**src/hdl/ppu_defines.svh**
```systemverilog
`ifndef PPU_DEFINES_SVH
`define PPU_DEFINES_SVH

// Datapath widths
`define PPU_W_PIXDATA      15
`define PPU_W_LCD_PIXDATA  16
`define PPU_W_COORD        10
`define PPU_W_PAL_IDX      8
`define PPU_W_REG_ADDR     9
`define PPU_W_REG_DATA     32

// Register map, palette window is any address with the top bit set
`define PPU_REG_CSR        9'd0
`define PPU_REG_DISPSIZE   9'd1
`define PPU_REG_DEFAULT_BG 9'd2
`define PPU_REG_LAYER_CFG  9'd3

// Display size out of reset, 8x4
`define PPU_RST_LAST_X     10'd7
`define PPU_RST_LAST_Y     10'd3

`endif

```
**src/hdl/ppu_pixel_pkg.sv**
```systemverilog
`include "ppu_defines.svh"

package ppu_pixel_pkg;

	// RGB555, red in the top field
	typedef logic [`PPU_W_PIXDATA-1:0] pixel_t;

	// RGB565 as sent to the panel
	typedef logic [`PPU_W_LCD_PIXDATA-1:0] lcd_pixel_t;

	typedef logic [`PPU_W_COORD-1:0] coord_t;

	typedef logic [`PPU_W_PAL_IDX-1:0] pal_idx_t;

	// Pixel from a layer source, alpha set means opaque
	typedef struct packed {
		logic   alpha;
		pixel_t pixdata;
	} layer_pix_t;

	// Blender output, paletted pixels carry an index in the low bits
	typedef struct packed {
		logic   paletted;
		pixel_t pixdata;
	} blend_pix_t;

endpackage

```
**src/hdl/ppu_blender.sv**
```systemverilog
`timescale 1ns/1ps

module ppu_blender (
	input  logic [1:0]                layer_vld_i,
	output logic [1:0]                layer_rdy_o,
	input  ppu_pixel_pkg::layer_pix_t layer0_i,
	input  ppu_pixel_pkg::layer_pix_t layer1_i,
	input  ppu_pixel_pkg::pixel_t     default_bg_i,
	input  logic [1:0]                layer_paletted_i,
	output logic                      out_vld_o,
	input  logic                      out_rdy_i,
	output ppu_pixel_pkg::blend_pix_t out_o
);

	logic xfer;

	// ----------------------------------------
	// Handshake

	// Layers move in lockstep, one pixel from each per beam position
	assign out_vld_o   = &layer_vld_i;
	assign xfer        = out_vld_o && out_rdy_i;
	assign layer_rdy_o = {2{xfer}};

	// ----------------------------------------
	// Priority blend

	always_comb begin
		if (layer1_i.alpha) begin
			out_o.paletted = layer_paletted_i[1];
			out_o.pixdata  = layer1_i.pixdata;
		end else if (layer0_i.alpha) begin
			out_o.paletted = layer_paletted_i[0];
			out_o.pixdata  = layer0_i.pixdata;
		end else begin
			// Nothing opaque, show backdrop colour directly
			out_o.paletted = 1'b0;
			out_o.pixdata  = default_bg_i;
		end
	end

endmodule

```
**config.mk**
```make
export PLATFORM = sky130hd
export DESIGN_NAME = ppu_blender
export DESIGN_NICKNAME = d
export VERILOG_FILES = /design/src/hdl/ppu_pixel_pkg.sv /design/src/hdl/ppu_blender.sv
export VERILOG_INCLUDE_DIRS = /design/src /design/src/hdl
export SDC_FILE = /design/constraint.sdc
export NUM_CORES = 1
export LEC_CHECK = 0
export BUFFER_PORTS_ARGS = -buffer_cell sky130_fd_sc_hd__buf_4
export CELL_PAD_IN_SITES_DETAIL_PLACEMENT = 0
export CELL_PAD_IN_SITES_GLOBAL_PLACEMENT = 2
export CORE_ASPECT_RATIO = 0.6
export CORE_MARGIN = 5
export CORE_UTILIZATION = 10
export DETAILED_ROUTE_END_ITERATION = 10
export PLACE_DENSITY = 0.86
export SYNTH_ARGS = -nofsm -noshare
export SYNTH_HDL_FRONTEND = slang
export SYNTH_SLANG_ARGS = --single-unit
```
**constraint.sdc**
```tcl
create_clock -name vclk -period 0.87
set_clock_uncertainty 0.2 [all_clocks]
set_input_delay 0.0435 -clock vclk [all_inputs]
set_output_delay 0.0435 -clock vclk [all_outputs]
set_load 0.01 [all_outputs]
```
# [Word-level counts from Yosys, hierarchy flattened]
# Cells that the tools add are included.
[word_totals] latch_bits=0 reg_bits=0 memories=0 wordCells=4 mem_bits_ro=0 ramBits=0
[op_classes] eq_ne=0 div_mod_pow=0 mux=2 n_reduce_logical=2 n_addsub=0 mul=0 order_cmp=0 n_bitwise=0 shifts=0
[op_table] cell="$mux 16" n=2
[op_table] cell="$reduce_and 2->1" n=1
[op_table] cell="$logic_and 1x1->1" n=1

# [Logic depth before layout (Yosys ltp)]
[depth] word_depth=2 mapped_depth=4 mapped_depth_nobuf=2

# [Least setup slack after synthesis]
# Ideal clock, no wire load.
[synth_path] path_kind="input-to-output" start="input port layer0_i[15] in the netlist's numbering" end="output port out_o[15] in the netlist's numbering" t_required_ps=627 stages=4 setup_slack_ps=9 n_path_buf=2 arrival_time_ps=617 cell_sequence="buf_6 > buf_12 > nand2_1 > o21ai_0"
[synth_lines] item="from (decl)" line_no="ppu_blender.sv:6" rtl="input ppu_pixel_pkg::layer_pix_t layer0_i,"
[synth_lines] item="to (decl)" line_no="ppu_blender.sv:12" rtl="output ppu_pixel_pkg::blend_pix_t out_o"

==> metrics.md <==
| Metric | Value |
|---|---|
| Mapped Area | 367 um2 |
| Site Rows | 17 |
| Critical Path Fanout Max | 8 |
| Initial Util | 10.2% |
| Worst hold margin | 0.176 ns |
| Number of global-route vias before repair | 611 |
| Outcome | completed |
| Static Leakage | 0.000519 uW |
| Largest net degree at the start of global routing | 33 |
| Max Fclk | 1.20 GHz |
| Pwr Density | 513 nW/um2 |
| Critical path class | in -> out |
| Min Tclk post-route | 0.834 ns |
| Final setup viols | 0 |
| Layout filler cell count | 395 |
| Critical Path Max Stage Delay | 0.18 ns |
| Sequential share of power | 0% |
| Max IR drop VDD | 0.125 mV |
| Cell variety after synth | 11 |
| Average cell area after synthesis | 6.43 um2 |
| Yosys Warn Count | 0 |
| WL/cell | 11.9 um |
| RSZ-0062 raised after global routing | no |
| Yosys top cell by area | mux2i_1 |
| Pint | 314 uW |
| Detailed Route WL | 2020 um |
| Layout area overhead | 161% |
| Non-Filler Instances | 169 |
| Drc violations | 0 |
| Relative slew slack | 90.1% |
| Synth Instances | 57 |
| Arr. time, crit path | 0.59 ns |
| Die area | 5020 um2 |
| Placed cell count | 168 |
| Crit share post-route | 95.9% |
| Routability cong. | 0.637 |
| Cell Area, Placed | 898 um2 |
| N_diodes | 0 |
| CP startpoint kind | input port |
| DRT iter0 DRCs | 16 |
| Yosys top cell area share | 41.0% |
| Share of post-route cells with drive strength above 1 | 60.7% |
| Overall global routing resource usage | 6.99% |
| Top delay family on crit path | buffers and inverters |
| Setup bufs post-CTS | 0 |
| Worst-margin pin slew | 0.146 ns |
| Commonest cells in the netlist | 17 x nand2_1, 15 x mux2i_1, 9 x o21ai_1 |
| Vias | 645 |
| Crit path buf inv count | 2 |
| Combinational share of power | 100.0% |
| FFs & Latches | 0 |
| Die width | 88.2 um |
| Hold crit path type | in -> out |
| Hold buffers post-CTS | 0 |
| First-pass GRT wire length | 2950 um |
| Switching power total | 178 uW |
| Max-cap viol count | 0 |
| Height of the die | 56.9 um |
| Net Count, Synth | 109 |
| Post-route ant nets | 0 |
| Net Sw Frac | 36.1% |
| Most used standard cell by instance count after synthesis | nand2_1 |
| Total grt overflow | 0 |
| Critical Path RT | 0.63 ns |
| Cell Chain, Critical Path | clkbuf_16 -> mux2i_1 -> o21ai_1 -> buf_4 |
| Synth area leaders | mux2i_1 41%, nand2_1 17%, o21ai_1 12% |
| I/O Buffers | 71 |
| Endpoints failing hold | 0 |
| Sequential fraction of the synthesis area | 0% |
| Initial antenna violation count | 0 |
| IO Pins | 71 |
| Fin area | 958 um2 |
| Fin nets | 176 |
| Core Area | 3590 um2 |
| Finished Core Util | 26.7% |
| Register area | 0 um2 |
| Layout clock buffer count | 0 |
| Pins Over Slew Limit | 0 |
| DR vias/cell | 3.82 |
| DR pass1 iterations | 4 |
| Clock group share of total power | 0% |
| Detailed Place HPWL | 1700 um |
| CP max-delay cell | mux2i_1 |
| Crit end category | primary output |
-- path summary, 6_finish.rpt --
path	start	endpoint	depth (start not counted)
max	layer0_i[15]	out_o[6]	4
min	layer1_i[1]	out_o[1]	4
-- cells in the final DEF (no fill, tap or decap) --
cell / n
o21ai_1: 13
buf_4: 69
clkbuf_16: 1
mux2i_1: 13
nand2_1: 17
buf_8: 1
and3_1: 1
buf_16: 1
and2_1: 1
mux2i_2: 2
o21ai_0: 3
-- layer usage --
metal | routed length (um) | vias to the layer above | GRT usage, % | share of wire [%]
li1 | - | 332 | - | -
met1 | 731 | 303 | 8.32 | 36
met2 | 1200 | 10 | 14.2 | 60
met3 | 81 | 0 | 0.587 | 4.0
met4 | 0 | 0 | 0 | 0
met5 | 0 | - | 0 | 0
-- cells by family after synthesis --
group           Yosys count  share of synthesized area (%)
mux                      15                           41.0
simple gates             19                           20.8
compound gates           16                           21.8
buf+inv                   7                           16.4
-- stage by stage --
stage / setup TNS [ns] / setup WS, ns / total power [uW]
after global placement: -1.94 / -0.147 / 460
after detailed placement: -2.06 / -0.155 / 462
final: 0 / 0.0358 / 492
after floorplan: 0 / 0.00941 / 180
after CTS: -0.00923 / -0.00923 / 474
after global routing: 0 / 0.00841 / 531
-- power by group through the flow --
stage	sequential, uW	clock [uW]	combinational (uW)
floorplan	0	0	180
global placement	0	0	460
detailed placement	0	0	462
CTS	0	0	474
global route	0	0	531
finish	0	0	492
-- area by class of cell --
| cell class | count | area, um2 | share of cell area, % |
|---|---|---|---|
| timing repair buffer | 72 | 586 | 61.1 |
| multi-input combinational | 50 | 314 | 32.8 |
| tap | 47 | 58.8 | 6.14 |
-- repair_timing --
item,in CTS,in global routing
cloned,0,1
gates resized for setup,5,7
endpoints found under the hold margin,0,0
setup endpoints to repair,16,14
-- tightest hold or removal path, stage by stage --
cell,delay [ns]
buf_4,0.07
nand2_1,0.04
o21ai_0,0.06
buf_4,0.12
Power figures use the tool's default switching activity.
