$ cat src/hdl/ppu_defines.svh
`ifndef PPU_DEFINES_SVH
`define PPU_DEFINES_SVH

// Datapath widths
`define PPU_W_PIXDATA      15
`define PPU_W_LCD_PIXDATA  16
`define PPU_W_COORD        10
`define PPU_W_PAL_IDX      8
`define PPU_W_REG_ADDR     9
`define PPU_W_REG_DATA     32

// Register map, palette window is any address with the top bit set
`define PPU_REG_CSR        9'd0
`define PPU_REG_DISPSIZE   9'd1
`define PPU_REG_DEFAULT_BG 9'd2
`define PPU_REG_LAYER_CFG  9'd3

// Display size out of reset, 8x4
`define PPU_RST_LAST_X     10'd7
`define PPU_RST_LAST_Y     10'd3

`endif

$ cat src/hdl/ppu_pixel_pkg.sv
`include "ppu_defines.svh"

package ppu_pixel_pkg;

	// RGB555, red in the top field
	typedef logic [`PPU_W_PIXDATA-1:0] pixel_t;

	// RGB565 as sent to the panel
	typedef logic [`PPU_W_LCD_PIXDATA-1:0] lcd_pixel_t;

	typedef logic [`PPU_W_COORD-1:0] coord_t;

	typedef logic [`PPU_W_PAL_IDX-1:0] pal_idx_t;

	// Pixel from a layer source, alpha set means opaque
	typedef struct packed {
		logic   alpha;
		pixel_t pixdata;
	} layer_pix_t;

	// Blender output, paletted pixels carry an index in the low bits
	typedef struct packed {
		logic   paletted;
		pixel_t pixdata;
	} blend_pix_t;

endpackage

$ cat src/hdl/ppu_cfg_pkg.sv
`include "ppu_defines.svh"

package ppu_cfg_pkg;

	// Live configuration seen by the pixel path
	typedef struct packed {
		ppu_pixel_pkg::coord_t last_x;
		ppu_pixel_pkg::coord_t last_y;
		ppu_pixel_pkg::pixel_t default_bg;
		logic [1:0]            layer_paletted;
		logic                  halt_hsync;
		logic                  halt_vsync;
	} ppu_cfg_t;

	// Plain register write strobe
	typedef struct packed {
		logic                         wen;
		logic [`PPU_W_REG_ADDR-1:0]   addr;
		logic [`PPU_W_REG_DATA-1:0]   wdata;
	} reg_wr_t;

	// Palette RAM write port
	typedef struct packed {
		logic                    wen;
		ppu_pixel_pkg::pal_idx_t idx;
		ppu_pixel_pkg::pixel_t   colour;
	} pal_wr_t;

	typedef enum logic {RUN_IDLE, RUN_ACTIVE} run_state_e;

endpackage

$ cat src/hdl/ppu_palette_mapper.sv
`timescale 1ns/1ps
`include "ppu_defines.svh"

module ppu_palette_mapper (
	input  logic                      clk_ppu,
	input  logic                      rst_n_ppu,
	input  logic                      in_vld_i,
	output logic                      in_rdy_o,
	input  ppu_pixel_pkg::blend_pix_t in_i,
	input  ppu_cfg_pkg::pal_wr_t      pal_wr_i,
	output logic                      out_vld_o,
	input  logic                      out_rdy_i,
	output ppu_pixel_pkg::lcd_pixel_t out_o
);

	localparam int PAL_DEPTH = 1 << `PPU_W_PAL_IDX;

	ppu_pixel_pkg::pixel_t   pal_ram [PAL_DEPTH];
	ppu_pixel_pkg::pixel_t   out_pix_q;
	ppu_pixel_pkg::pal_idx_t rd_idx;
	logic                    out_vld_q;
	logic                    accept;

	// ----------------------------------------
	// Palette RAM

	always_ff @(posedge clk_ppu) begin
		if (pal_wr_i.wen)
			pal_ram[pal_wr_i.idx] <= pal_wr_i.colour;
	end

	assign rd_idx = in_i.pixdata[`PPU_W_PAL_IDX-1:0];

	// ----------------------------------------
	// Output stage

	// Take a new pixel when empty or when the current one leaves
	assign in_rdy_o = !out_vld_q || out_rdy_i;
	assign accept   = in_vld_i && in_rdy_o;

	always_ff @(posedge clk_ppu or negedge rst_n_ppu) begin
		if (!rst_n_ppu)
			out_vld_q <= 1'b0;
		else if (accept)
			out_vld_q <= 1'b1;
		else if (out_rdy_i)
			out_vld_q <= 1'b0;
	end

	always_ff @(posedge clk_ppu) begin
		if (accept)
			out_pix_q <= in_i.paletted ? pal_ram[rd_idx] : in_i.pixdata;
	end

	assign out_vld_o = out_vld_q;

	// RGB555 to RGB565, green gains a zero LSB
	assign out_o = {out_pix_q[14:5], 1'b0, out_pix_q[4:0]};

	// Stalled output holds both valid and data
	a_out_hold: assert property (
		@(posedge clk_ppu) disable iff (!rst_n_ppu)
		out_vld_o && !out_rdy_i |=> out_vld_o && $stable(out_o)
	);

endmodule

$ cat config.mk
export PLATFORM = sky130hd
export DESIGN_NAME = ppu_palette_mapper
export DESIGN_NICKNAME = d
export VERILOG_FILES = /design/src/hdl/ppu_pixel_pkg.sv /design/src/hdl/ppu_cfg_pkg.sv /design/src/hdl/ppu_palette_mapper.sv
export VERILOG_INCLUDE_DIRS = /design/src /design/src/hdl
export SDC_FILE = /design/constraint.sdc
export NUM_CORES = 2
export LEC_CHECK = 0
export CAP_MARGIN = 20
export CORE_UTILIZATION = 30
export DETAILED_ROUTE_END_ITERATION = 16
export DONT_BUFFER_PORTS = 1
export PLACE_DENSITY_LB_ADDON = 0.15
export SYNTH_ARGS = -nofsm -noshare
export SYNTH_HDL_FRONTEND = slang
export SYNTH_SLANG_ARGS = --single-unit
$ cat constraint.sdc
create_clock -name clk_ppu -period 3.55 [get_ports clk_ppu]
set_input_delay 0.8875 -clock clk_ppu [delete_from_list [all_inputs] [get_ports clk_ppu]]
set_output_delay 0.8875 -clock clk_ppu [all_outputs]
set_load 0.05 [all_outputs]
Yosys cells after proc, flatten, opt, wreduce, memory -nomap -nowiden
Memory sizes are Yosys's and may differ from the RTL's.
Cells that the tools add are included.
{ "classes": {"n_div": 0, "shift": 0, "n_reduce_logical": 4, "n_mux": 5, "n_eq_ne": 0, "addsub": 0, "multipliers": 0, "n_lt_le_gt_ge": 0, "bitwise": 0} }
{ "ops": {"columns": ["op", "count"], "rows": [
  ["$mux W15", 1],
  ["$mux W1", 4],
  ["$reduce_bool A2 Y1", 1],
  ["$logic_and A1 B1 Y1", 1],
  ["$logic_not A1 Y1", 1],
  ["$logic_or A1 B1 Y1", 1]
]} }
{ "totals": {"elab_cells": 12, "n_memories": 1, "output_inout_bits": 18, "latch_bits": 0, "register_bits": 16, "romBits": 0, "in_bits": 44, "mem_bits_rw": 3840} }
{ "memory_table": {"columns": ["memory", "words", "word_bits", "read_ports", "rd_ports_with_merged_regs", "write_ports", "line_no", "rtl"], "rows": [
  ["pal_ram", 256, 15, 1, 0, 1, "ppu_palette_mapper.sv:18", "ppu_pixel_pkg::pixel_t pal_ram [PAL_DEPTH];"]
]} }

Logic depth before layout (Yosys ltp)
{ "depth": {"depth_word": 4, "mapped_depth": 13, "ltp_nobuf": 7} }

Worst setup path before layout
Ideal clock, no wire load.
{ "synth_timing": {"path_type": "input to register", "from": "input port in_i[0] (netlist name)", "to": "register out_pix_q[7] (data pin)", "path_slack_ns": 0.479, "setup_time_ns": 0.257, "arrival_ns": 2.814, "required_time_ns": 3.293, "path_buffers": 4, "path_stages": 9, "cell_sequence": "buf_6 -> buf_12 -> buf_12 -> buf_6 -> mux4_2 -> mux4_2 -> o21ai_0 -> nor2_1 -> a32o_1"} }
{ "synth_between": {"elab_chain_len": 2} }
{ "synth_lines": {"columns": ["item", "line_no", "rtl"], "rows": [
  ["from (decl)", "ppu_palette_mapper.sv:9", "input ppu_pixel_pkg::blend_pix_t in_i,"],
  ["$mem_v2 Z256 W15", null, null],
  ["$mux W15", "ppu_palette_mapper.sv:52", "out_pix_q <= in_i.paletted ? pal_ram[rd_idx] : in_i.pixdata;"],
  ["to (signal assigned)", "ppu_palette_mapper.sv:52", null],
  ["to (decl)", "ppu_palette_mapper.sv:19", "ppu_pixel_pkg::pixel_t out_pix_q;"]
]} }
Every way passes these cells.
A chain may end at the register's enable or synchronous reset.

Final worst setup path
{ "layout_timing": {"from": "input port in_i[0] (netlist name)", "to": "register out_pix_q[10] (data pin)"} }
The elaborated chain is that of the path after synthesis.

==> out/qor.yml <==
power_mw: 97.1
finalSetupTns_ns: -0.0118
antenna_found_initial: 47
cap_violations: 0
reg2reg_setup_slack_ns: 0.44
preCtsSetupSlack_ns: -3.23
final_core_util: 0.357
cp_slowest_stage_delay_ns: 0.94
drtIter0Drc: 9147
via_per_inst: 5.12
grt_pass1_wl_um: 665000
clock.fmax_mhz: 281
power.density_mw_per_mm2: 550
leakage_nw: 55.9
wl_per_cell_um: 33.3
critical_path.max_fanout: 75
insertion_delay_ns: 1.01
die_x_um: 707
tritoncts: "built"
synth-edff-count: 3855
final_common_cell: "edfxtp_1"
grt_use_total: 0.191
slew_viol_final: 0
startpoint: "in_i[0]"
holdWs_ns: 0.0641
io_buffers: 0
rr_worst_depth: 9
gp_congestion: 0.840
rr_startpoint: "pal_ram[51][14]$_DFFE_PP_"
post-route-period-util: 1.00
nets: 7832
synth_fa_ha_area_frac: 0
status: "finished, violations left"
yosys.area_share.xor_xnor: 0
r2r-end: "out_pix_q[14]$_DFFE_PP_"
cp_top_family: "buffers and inverters"
hold_depth: 0
initial_core_util: 0.302
setup_viol: 1
violations: "negative setup slack"
critPathArrivalTime_ns: 4.39
clock_tree.root_cell: "clkbuf_16"
ys_seq_area_frac: 0.776
die_height_um: 707
route.antenna.remaining_nets: 0
syn_to_final_growth_pct: 18.3
post-route-drc-count: 0
synth_cell_types: 80
htree_num_levels: 5
synthArstFlopShare: 0.000259
synth_top_family_by_area: "multiplexers"
row_count: 258
clock-sinks: 3856
cp-end-kind: "register"
timing.critical_path.mode_cell: "buf_16"
ys_seq_elements: 3856
final_cell_mix: "3,855 x edfxtp_1, 790 x mux4_2, 757 x buf_4"
slew_headroom: 0.00684
drive_above_1_share: 0.295
period_needed_ns: 3.56
critPathLaunchType: "primary input"
synth.mux.area_fraction: 0.149
grt_pass1_vias: 76900
path_cells: "buf_16 -> buf_16 -> mux2i_1 -> o22ai_1 -> buf_4 -> a211oi_1 -> nor4_1 -> nand3_1 -> buf_12 -> o221ai_1"
finalHoldViolations: 0
synth_area_leader_cell: "edfxtp_1"
synthTopCellsByArea: "edfxtp_1 78%, mux4_2 12%, mux2i_1 2.5%, nor2_1 0.80%, a22oi_1 0.59%"
dr.pass1.iters: 6
num_vias: 75700
synthSimpleGateAreaFrac: 0.0218
synth-compound-area-share: 0.0323
ir_drop_uv: 466
fillCellCount: 46000
die-area_mm2: 0.500
worst-path-buf-inv: 4
cp.required_ns: 4.38
clock_path_buffers: 4
synth.avg_cell_area_um2: 21.7
numCtsBuffers: 421
hold_class: "primary input to register"
synth_warnings: 0
grt_max_degree: 257
ios: 62
worst_pin_slew_ns: 1.49
post-cts-setup-buffers: 0
skew_ns: 0.0738
cts.clk_slew.worst_paths_ns: 0.06
netlist_instances: 6878
grt_overflow_total: 0
rsz0062_at_grt: "no"
core_area_mm2: 0.495
critical_path_class: "primary input to register"
hpwl_um: 283000
cp_slowest_cell: "nor4_1"
synth_area_mm2: 0.149
routed_wl_um: 491000
hold_end: "pal_ram[186][12]$_DFFE_PP_"
synth-main-ff-cell: "edfxtp_1"
worst_slack_ns: -0.0118
worstHoldStart: "pal_wr_i[12]"
postSynthNetCount: 6922
yosysTopAreaCellShare: 0.776
worst reg2reg max path, cell delays in order (launching register included):
cell       delay (ns)
edfxtp_1         0.35
mux4_2           0.50
a22o_1           0.29
a2111oi_0        0.47
buf_4            0.23
a31oi_1          0.17
o2111ai_1        0.26
nor4_2           0.11
buf_4            0.21
a211o_1          0.29
cell type report:
type	instances	area, µm²	share of cell area
diodes	14	35.0	0.000198
clock buffers	518	11000	0.0624
clock inverters	247	2130	0.0120
inverters	7	35.0	0.000198
multi-input cells	2599	30700	0.174
flip-flops and latches	3856	116000	0.656
well taps	6630	8300	0.0470
repair buffers	903	8660	0.0490
power by group:
part           internal, mW  switching (mW)  total (mW)  leakage (nW)
sequential             50.2           0.113        50.4          34.7
combinational          1.88            2.59        4.47          14.8
clock                  24.1            18.2        42.3          6.42
total                  76.2            20.9        97.1          55.9
state kept, by name (all words and copies together) (netlist names):
signal,cells
out_pix_q,15
out_vld_o,1
pal_ram,3840
Yosys cell counts (15+ instances only):
cell / count
buf_4: 26
buf_1: 21
nand2_1: 159
nor4_1: 27
mux4_1: 21
nor2b_1: 15
buf_6: 49
mux2i_1: 371
nor3_1: 43
a22oi_1: 117
buf_8: 29
nand4_1: 18
buf_12: 40
o221ai_1: 77
o22ai_1: 135
nor2_1: 320
edfxtp_1: 3855
o21ai_1: 23
clkbuf_1: 141
buf_2: 101
a221oi_1: 29
a211oi_1: 34
a21oi_1: 98
mux4_2: 790
nand3_1: 90
o21ai_0: 43
metrics by stage:
| step | area [µm²] | std cells |
|---|---|---|
| floorplan | 149000 | 6878 |
| global placement | 163000 | 14000 |
| detailed placement | 163000 | 14000 |
| CTS | 176000 | 14800 |
| global route | 177000 | 14800 |
| finish | 177000 | 14800 |
worst max path at each step:
| stage | endpoint | slack (ns) | depth (start not counted) |
|---|---|---|---|
| final | out_pix_q[10]$_DFFE_PP_ | -0.01 | 10 |
| after global routing | out_pix_q[13]$_DFFE_PP_ | 0.008 | 12 |
| after CTS | out_pix_q[10]$_DFFE_PP_ | 0.008 | 9 |
| after detailed placement | out_pix_q[10]$_DFFE_PP_ | -3.23 | 9 |
| after global placement | out_pix_q[10]$_DFFE_PP_ | -3.22 | 9 |
| after floorplan | out_pix_q[7]$_DFFE_PP_ | 0.48 | 9 |
cell families (layout without fill, tap and decap cells):
group                  Yosys count  in the layout
buffers and inverters          423           1675
DFF                           3856           3856
muxes                         1192           1192
AOI/OAI and AO/OA              676            676
and+or+nand+nor                730            730
other                            1             15
per-layer routing:
layer  up-vias  global-route usage  wire length, µm
met2      2622               0.301           228000
met1     41500               0.267           214000
met3       582              0.0420            35400
li1      31000                   -                -
met5         -                   0               48
met4         8              0.0543            14300
repair_timing:
item | in CTS | in global routing
hold endpoints to repair | 21 | 51
hold buffers | 7 | 7
gates cloned | 12 | 2
resized for setup | 3 | 3
endpoints found under the setup margin | 15 | 7
Power figures use the tool's default switching activity.
