==> src/hdl/ppu_defines.svh <==
`ifndef PPU_DEFINES_SVH
`define PPU_DEFINES_SVH

// Datapath widths
`define PPU_W_PIXDATA      15
`define PPU_W_LCD_PIXDATA  16
`define PPU_W_COORD        10
`define PPU_W_PAL_IDX      8
`define PPU_W_REG_ADDR     9
`define PPU_W_REG_DATA     32

// Register map, palette window is any address with the top bit set
`define PPU_REG_CSR        9'd0
`define PPU_REG_DISPSIZE   9'd1
`define PPU_REG_DEFAULT_BG 9'd2
`define PPU_REG_LAYER_CFG  9'd3

// Display size out of reset, 8x4
`define PPU_RST_LAST_X     10'd7
`define PPU_RST_LAST_Y     10'd3

`endif

==> src/hdl/ppu_pixel_pkg.sv <==
`include "ppu_defines.svh"

package ppu_pixel_pkg;

	// RGB555, red in the top field
	typedef logic [`PPU_W_PIXDATA-1:0] pixel_t;

	// RGB565 as sent to the panel
	typedef logic [`PPU_W_LCD_PIXDATA-1:0] lcd_pixel_t;

	typedef logic [`PPU_W_COORD-1:0] coord_t;

	typedef logic [`PPU_W_PAL_IDX-1:0] pal_idx_t;

	// Pixel from a layer source, alpha set means opaque
	typedef struct packed {
		logic   alpha;
		pixel_t pixdata;
	} layer_pix_t;

	// Blender output, paletted pixels carry an index in the low bits
	typedef struct packed {
		logic   paletted;
		pixel_t pixdata;
	} blend_pix_t;

endpackage

==> src/hdl/ppu_cfg_pkg.sv <==
`include "ppu_defines.svh"

package ppu_cfg_pkg;

	// Live configuration seen by the pixel path
	typedef struct packed {
		ppu_pixel_pkg::coord_t last_x;
		ppu_pixel_pkg::coord_t last_y;
		ppu_pixel_pkg::pixel_t default_bg;
		logic [1:0]            layer_paletted;
		logic                  halt_hsync;
		logic                  halt_vsync;
	} ppu_cfg_t;

	// Plain register write strobe
	typedef struct packed {
		logic                         wen;
		logic [`PPU_W_REG_ADDR-1:0]   addr;
		logic [`PPU_W_REG_DATA-1:0]   wdata;
	} reg_wr_t;

	// Palette RAM write port
	typedef struct packed {
		logic                    wen;
		ppu_pixel_pkg::pal_idx_t idx;
		ppu_pixel_pkg::pixel_t   colour;
	} pal_wr_t;

	typedef enum logic {RUN_IDLE, RUN_ACTIVE} run_state_e;

endpackage

==> src/hdl/ppu_ctrl_regs.sv <==
`timescale 1ns/1ps
`include "ppu_defines.svh"

module ppu_ctrl_regs (
	input  logic                  clk_ppu,
	input  logic                  rst_n_ppu,
	input  ppu_cfg_pkg::reg_wr_t  reg_wr_i,
	input  logic                  run_i,
	input  logic                  halt_i,
	input  logic                  hsync_i,
	input  logic                  vsync_i,
	output ppu_cfg_pkg::ppu_cfg_t cfg_o,
	output ppu_cfg_pkg::pal_wr_t  pal_wr_o,
	output logic                  running_o
);

	ppu_cfg_pkg::ppu_cfg_t   cfg_q;
	ppu_cfg_pkg::run_state_e state_q;
	ppu_cfg_pkg::run_state_e state_d;
	logic                    pal_win;
	logic                    sync_stop;

	// ----------------------------------------
	// Register writes

	// Top address bit selects the palette window
	assign pal_win = reg_wr_i.addr[`PPU_W_REG_ADDR-1];

	always_ff @(posedge clk_ppu or negedge rst_n_ppu) begin
		if (!rst_n_ppu) begin
			cfg_q            <= '0;
			cfg_q.last_x     <= `PPU_RST_LAST_X;
			cfg_q.last_y     <= `PPU_RST_LAST_Y;
		end else if (reg_wr_i.wen && !pal_win) begin
			case (reg_wr_i.addr)
				`PPU_REG_CSR: begin
					cfg_q.halt_hsync <= reg_wr_i.wdata[0];
					cfg_q.halt_vsync <= reg_wr_i.wdata[1];
				end
				`PPU_REG_DISPSIZE: begin
					cfg_q.last_x <= reg_wr_i.wdata[9:0];
					cfg_q.last_y <= reg_wr_i.wdata[25:16];
				end
				`PPU_REG_DEFAULT_BG: cfg_q.default_bg     <= reg_wr_i.wdata[14:0];
				`PPU_REG_LAYER_CFG:  cfg_q.layer_paletted <= reg_wr_i.wdata[1:0];
				default: ;
			endcase
		end
	end

	assign cfg_o = cfg_q;

	// Palette writes go straight through to the mapper RAM
	always_comb begin
		pal_wr_o.wen    = reg_wr_i.wen && pal_win;
		pal_wr_o.idx    = reg_wr_i.addr[`PPU_W_PAL_IDX-1:0];
		pal_wr_o.colour = reg_wr_i.wdata[`PPU_W_PIXDATA-1:0];
	end

	// ----------------------------------------
	// Run control

	// Sync pulses are registered, so stopping on them is exact
	assign sync_stop = (cfg_q.halt_vsync && vsync_i) || (cfg_q.halt_hsync && hsync_i);
	assign running_o = (state_q == ppu_cfg_pkg::RUN_ACTIVE) && !sync_stop;

	always_comb begin
		state_d = state_q;
		if (halt_i)
			state_d = ppu_cfg_pkg::RUN_IDLE;
		else if (run_i)
			state_d = ppu_cfg_pkg::RUN_ACTIVE;
		else if (sync_stop)
			state_d = ppu_cfg_pkg::RUN_IDLE;
	end

	always_ff @(posedge clk_ppu or negedge rst_n_ppu) begin
		if (!rst_n_ppu)
			state_q <= ppu_cfg_pkg::RUN_IDLE;
		else
			state_q <= state_d;
	end

	// Software never issues both strobes in one cycle
	a_run_halt_excl: assert property (
		@(posedge clk_ppu) disable iff (!rst_n_ppu)
		!(run_i && halt_i)
	);

endmodule

==> config.mk <==
export PLATFORM = sky130hd
export DESIGN_NAME = ppu_ctrl_regs
export DESIGN_NICKNAME = d
export VERILOG_FILES = /design/src/hdl/ppu_pixel_pkg.sv /design/src/hdl/ppu_cfg_pkg.sv /design/src/hdl/ppu_ctrl_regs.sv
export VERILOG_INCLUDE_DIRS = /design/src /design/src/hdl
export SDC_FILE = /design/constraint.sdc
export NUM_CORES = 1
export LEC_CHECK = 0
export BUFFER_PORTS_ARGS = -buffer_cell sky130_fd_sc_hd__buf_4
export CORE_UTILIZATION = 42
export CTS_BUF_LIST = sky130_fd_sc_hd__clkbuf_4 sky130_fd_sc_hd__clkbuf_8
export DETAILED_ROUTE_END_ITERATION = 7
export GPL_ROUTABILITY_DRIVEN = 0
export PLACE_DENSITY = 0.78
export REMOVE_ABC_BUFFERS = 1
export SYNTH_ARGS = -nofsm -noshare
export SYNTH_HDL_FRONTEND = slang
export SYNTH_SLANG_ARGS = --single-unit
==> constraint.sdc <==
create_clock -name clk_ppu -period 0.9 [get_ports clk_ppu]
set_input_delay 0.135 -clock clk_ppu [delete_from_list [all_inputs] [get_ports clk_ppu]]
set_output_delay 0.135 -clock clk_ppu [all_outputs]
set_load 0.05 [all_outputs]
After elaboration in Yosys (flattened, before gate mapping)
Cells that the tools add are included.
- memory bits (writable): 0
- bits in registers: 40
- input bits: 48
- bits in latches: 0
- memories kept: 0
- word-level logic and storage cells: 27
- output and inout bits: 64
- bits in read-only memories: 0
- eq/ne operators: 3
- bitwise operators: 0
- mux-type cells: 3
- reductions and logical operators: 14
- magnitude comparators: 0
- divide/modulo/power cells: 0
- multiply operators: 0
- add/subtract/negate cells: 0
- shift operators: 0
- operators with widths (cell ; number):
    $eq A9 B2 Y1 const B ; 2
    $eq A9 B1 Y1 const B ; 1
    $logic_not A9 Y1 ; 1
    $reduce_and A2 Y1 ; 4
    $logic_and A1 B1 Y1 ; 5
    $mux W1 ; 3
    $reduce_bool A3 Y1 ; 1
    $logic_not A1 Y1 ; 2
    $logic_or A1 B1 Y1 ; 1

Depth between registers and ports, before layout
- word-level depth: 5
- mapped depth: 4
- depth with buffers taken out: 3

Least setup slack after synthesis
No wires, ideal clock.
- path type: input-to-reg
- start point: input port reg_wr_i[40] (netlist bit)
- end point: register cfg_q, in the netlist cfg_o[21]
- setup time: 125 ps
- cell stages on the path: 4
- data arrival time: 1177 ps
- path slack: -402 ps
- path through: nor4b_4 > nand4b_1 > buf_6 > mux2_4
- word-level cells in the longest chain between the ends: 3
- RTL lines (what ; RTL line ; RTL):
    from (decl) ; ppu_ctrl_regs.sv:7 ; input ppu_cfg_pkg::reg_wr_t reg_wr_i,
    parallel branches: the longest is 2 deep, another holds $eq A9 B1 Y1 ; - ;
    $reduce_and A2 Y1 (no line) (*) ; - ;
    to (decl) ; ppu_ctrl_regs.sv:17 ; ppu_cfg_pkg::ppu_cfg_t cfg_q;
Every way passes the cells marked *.
A chain may end at the register's enable or synchronous reset.

Worst setup path in the final report
- start point: register cfg_q, in the netlist cfg_o[1]
- end point: output port running_o
- word-level cells in the longest chain between the ends: 4
- RTL lines (what ; RTL line ; RTL):
    $logic_and A1 B1 Y1 ; ppu_ctrl_regs.sv:64 ; assign sync_stop = (cfg_q.halt_vsync && vsync_i) || (cfg_q.halt_hsync && hsync_i);
    $logic_or A1 B1 Y1 ; ppu_ctrl_regs.sv:64 ;
    $logic_not A1 Y1 ; ppu_ctrl_regs.sv:65 ; assign running_o = (state_q == ppu_cfg_pkg::RUN_ACTIVE) && !sync_stop;
    $logic_and A1 B1 Y1 ; ppu_ctrl_regs.sv:65 ;
    to (decl) ; ppu_ctrl_regs.sv:14 ; output logic running_o
Every way passes these cells.

==> Implementation_results.wiki <==
{| class="wikitable"
! Metric !! Value
|-
| CTS sink cnt || 40
|-
| Maximum fanout along the worst path || 2
|-
| Number of antenna violations at the first check in global routing || 0
|-
| P&R area growth vs syn || 76.4%
|-
| Vias/cell || 4.90
|-
| Total number of vias || 1,484
|-
| Layout cell share with drive strength beyond 1 || 83.3%
|-
| Sequential share of power || 42.8%
|-
| Antenna-violating nets left || 0
|-
| Total congestion overflow after global routing || 0
|-
| Nets@finish || 298
|-
| Post-detailed-placement half-perimeter wirelength || 3190 um
|-
| Cell-internal power || 0.00315 W
|-
| Final Critical Period || 1.27 ns
|-
| Clk_lat worst skew || 0.29 ns
|-
| Worst path setup slack after routing || -0.368 ns
|-
| Number of global-route vias before repair || 1,496
|-
| Data required time at the worst endpoint || 0.76 ns
|-
| Number of storage elements in the synthesis netlist || 40
|-
| Global-route total usage across every layer || 20.8%
|-
| Class of the most critical setup path || reg2out
|-
| Synth area leader || sky130_fd_sc_hd__dfrtp_1
|-
| Wire length of the first global-routing pass || 7580 um
|-
| Mean instance size in the synthesized netlist || 16.0 um^2
|-
| Signal arrival time at the worst endpoint || 1.13 ns
|-
| DR DRC count || 0
|-
| Post-synth top area share || 46.4%
|-
| Post-detailed-routing wire length || 6030 um
|-
| Count of TritonRoute iterations in the first routing pass || 5
|-
| Setup slack, reg-to-reg || -0.30 ns
|-
| Yosys warnings || 0
|-
| Register area || 1010 um^2
|-
| Register area share after synthesis || 53.3%
|-
| RSZ-0062 raised after global routing || yes
|-
| Failing checks || negative setup slack
|-
| Relative slew slack || 81.0%
|-
| Proportion of total power due to net switching || 28.7%
|-
| Vert. Die Dim || 69.1 um
|-
| Die Footprint || 4770 um^2
|-
| Hold_ws || 0.0727 ns
|-
| Slew Limit Fails || 0
|-
| Min-Delay Path Class || in2reg
|-
| Max-cap check violation count || 0
|-
| Clock tree from TritonCTS || built
|-
| H-tree levels || 2
|-
| Total power divided by cell area || 1330 nW/um^2
|-
| Relative contribution of combinational cells to total power || 23.7%
|-
| Final hold vios || 0
|-
| Maximum number of pins on one net before global-route repair || 21
|-
| Final antenna diode count || 0
|-
| Mapped cell area || 1890 um^2
|-
| Length in cells of the worst reg-to-reg path || 5
|-
| Highest clock frequency the design can meet || 789 MHz
|-
| Starting density of the core || 43.7%
|-
| Startpoint of the lowest-slack register-to-register path || cfg_o[1]$_DFFE_PN0P_
|-
| Worst Hold Path EP || cfg_o[25]$_DFFE_PN0P_
|-
| DP Worst Slack || -0.534 ns
|-
| Worst-case clock skew || 0.000264 ns
|-
| LEAKAGE || 1.84 nW
|-
| Final setup violating endpoints || 80
|-
| Maximum number of buffers from clock root to sink || 2
|-
| Worst Hold Depth || 2
|-
| Io pins || 112
|-
| Chip Width || 69.1 um
|-
| Instance count of the mapped netlist || 118
|-
| Capturing element type of the critical path || primary output
|-
| Worst Tran Pin Value || 0.284 ns
|-
| Row count || 24
|-
| VDD IR-drop max || 0.00109 V
|-
| Kind of launch point of the worst setup path || flop
|-
| Power share of the clock group || 33.5%
|-
| Number of buffers created by CTS || 5
|-
| End of the worst register-to-register path || state_q$_DFFE_PN0P_
|-
| Switching power of the nets || 0.00127 W
|-
| Cell types occupying the most area after synthesis || sky130_fd_sc_hd__dfrtp_1 (46%), sky130_fd_sc_hd__mux2_4 (24%), sky130_fd_sc_hd__buf_4 (9.1%)
|-
| Number of design-rule violations left by the first detailed-router iteration || 69
|-
| Outcome || finished, violations left
|-
| Fillers || 237
|-
| Final period utilization || 141%
|-
| Post-DR wirelength/cell || 19.9 um
|-
| Clock transition at the register clock pins on the worst setup and hold paths after CTS || 0.08 ns
|-
| Number of different library cells in the post-synthesis netlist || 17
|-
| Core Area || 4320 um^2
|-
| Port-buffer cells || 104
|-
| Multi-input gate area || 702 um^2
|-
| Startpoint of the lowest-slack hold path || reg_wr_i[22]
|-
| Clock root buffer || sky130_fd_sc_hd__clkbuf_8
|}
==> cell usage in the layout (no fill, tap or decap), types with 2 or more instances in the layout <==
| cell | n |
|---|---|
| sky130_fd_sc_hd__nand2_2 | 2 |
| sky130_fd_sc_hd__clkbuf_8 | 5 |
| sky130_fd_sc_hd__nor2_1 | 2 |
| sky130_fd_sc_hd__buf_6 | 45 |
| sky130_fd_sc_hd__dfrtp_1 | 35 |
| sky130_fd_sc_hd__mux2_2 | 8 |
| sky130_fd_sc_hd__buf_4 | 90 |
| sky130_fd_sc_hd__clkbuf_16 | 2 |
| sky130_fd_sc_hd__dlygate4sd3_1 | 2 |
| sky130_fd_sc_hd__buf_8 | 9 |
| sky130_fd_sc_hd__mux2_4 | 31 |
| sky130_fd_sc_hd__dfstp_2 | 5 |
| sky130_fd_sc_hd__buf_12 | 3 |
==> layer usage <==
metal	up-vias	part of all wire (%)	global-route usage, %
li1	651	-	-
met3	20	7.2	5.70
met1	724	37	25.2
met4	0	4.2	6.80
met5	-	0	0
met2	89	51	35.5
==> state kept, by name (all words and copies together) (netlist names) <==
name / flops
cfg_o: 39
state_q: 1
==> critical path: stages (launching register included) <==
cell and delay (ns):
sky130_fd_sc_hd__dfrtp_1 0.41, sky130_fd_sc_hd__nand2_2 0.10, sky130_fd_sc_hd__and3_4 0.19, sky130_fd_sc_hd__buf_8 0.14
==> cell families (layout without fill, tap and decap cells) <==
logic type | after synthesis | in the layout | synth area share, %
buffers and inverters | 26 | 159 | 10.9
AOI/OAI and AO/OA | 1 | 1 | 0.331
DFF | 40 | 40 | 53.3
muxes | 39 | 39 | 29.2
and+or+nand+nor | 12 | 12 | 6.23
==> repair_timing <==
| item | CTS | global route |
|---|---|---|
| pin swaps | 6 | 7 |
| cloned | 0 | 3 |
| setup buffers | 18 | 7 |
| setup endpoints to repair | 79 | 80 |
| endpoints found under the hold margin | 41 | 0 |
| resized for setup | 57 | 13 |
| hold buffers | 2 | 0 |
==> power groups by stage <==
stage	Clock, W	Combinational [W]	Sequential (W)
4_1_cts	0.00149	0.00101	0.00189
3_3_place_gp	0	0.000907	0.00191
6_report	0.00148	0.00105	0.00189
2_1_floorplan	0	0.000109	0.00208
5_1_grt	0.00157	0.00108	0.00190
3_5_place_dp	0	0.000915	0.00191
==> cell type report <==
| class | instances | share of cell area, % |
|---|---|---|
| clock inverters | 2 | 1.05 |
| well taps | 52 | 1.95 |
| flip-flops and latches | 40 | 30.2 |
| multi-input cells | 52 | 21.1 |
| clock buffers | 6 | 2.29 |
| repair buffers | 151 | 43.4 |
==> synth_stat cells <==
cell type	count
sky130_fd_sc_hd__dfrtp_1	35
sky130_fd_sc_hd__nor4b_4	1
sky130_fd_sc_hd__mux2_4	30
sky130_fd_sc_hd__nand4_1	1
sky130_fd_sc_hd__nor4_4	1
sky130_fd_sc_hd__mux2_2	9
sky130_fd_sc_hd__and2_2	1
sky130_fd_sc_hd__buf_4	23
sky130_fd_sc_hd__dfstp_2	5
sky130_fd_sc_hd__nand3_1	1
sky130_fd_sc_hd__and3_1	1
sky130_fd_sc_hd__nand4b_1	1
sky130_fd_sc_hd__nand2_1	2
sky130_fd_sc_hd__a31oi_1	1
sky130_fd_sc_hd__buf_6	3
sky130_fd_sc_hd__nor2_1	2
sky130_fd_sc_hd__nand4b_4	1
==> worst max-delay path by stage <==
stage,start,end,slack (ns)
2_1_floorplan,reg_wr_i[40],cfg_o[21]$_DFFE_PN0P_,-1.32
3_3_place_gp,reg_wr_i[40],cfg_o[13]$_DFFE_PN0P_,-0.50
3_5_place_dp,reg_wr_i[40],cfg_o[7]$_DFFE_PN0P_,-0.53
4_1_cts,cfg_o[1]$_DFFE_PN0P_,running_o,-0.31
5_1_grt,cfg_o[1]$_DFFE_PN0P_,running_o,-0.40
6_report,cfg_o[1]$_DFFE_PN0P_,running_o,-0.37
==> metrics by stage <==
stage / TNS [ns] / std cells / area [um^2] / total power (W) / util [%]
2_1_floorplan: -33.52 / 92 / 1680 / 0.00219 / -
3_3_place_gp: -18.21 / 267 / 2710 / 0.00282 / 62.6
3_5_place_dp: -19.48 / 267 / 2710 / 0.00283 / 62.6
4_1_cts: -11.08 / 295 / 3190 / 0.00438 / 73.8
5_1_grt: -17.19 / 303 / 3330 / 0.00456 / 77.1
6_report: -14.74 / 303 / 3330 / 0.00442 / 77.1
Power figures use the tool's default switching activity.
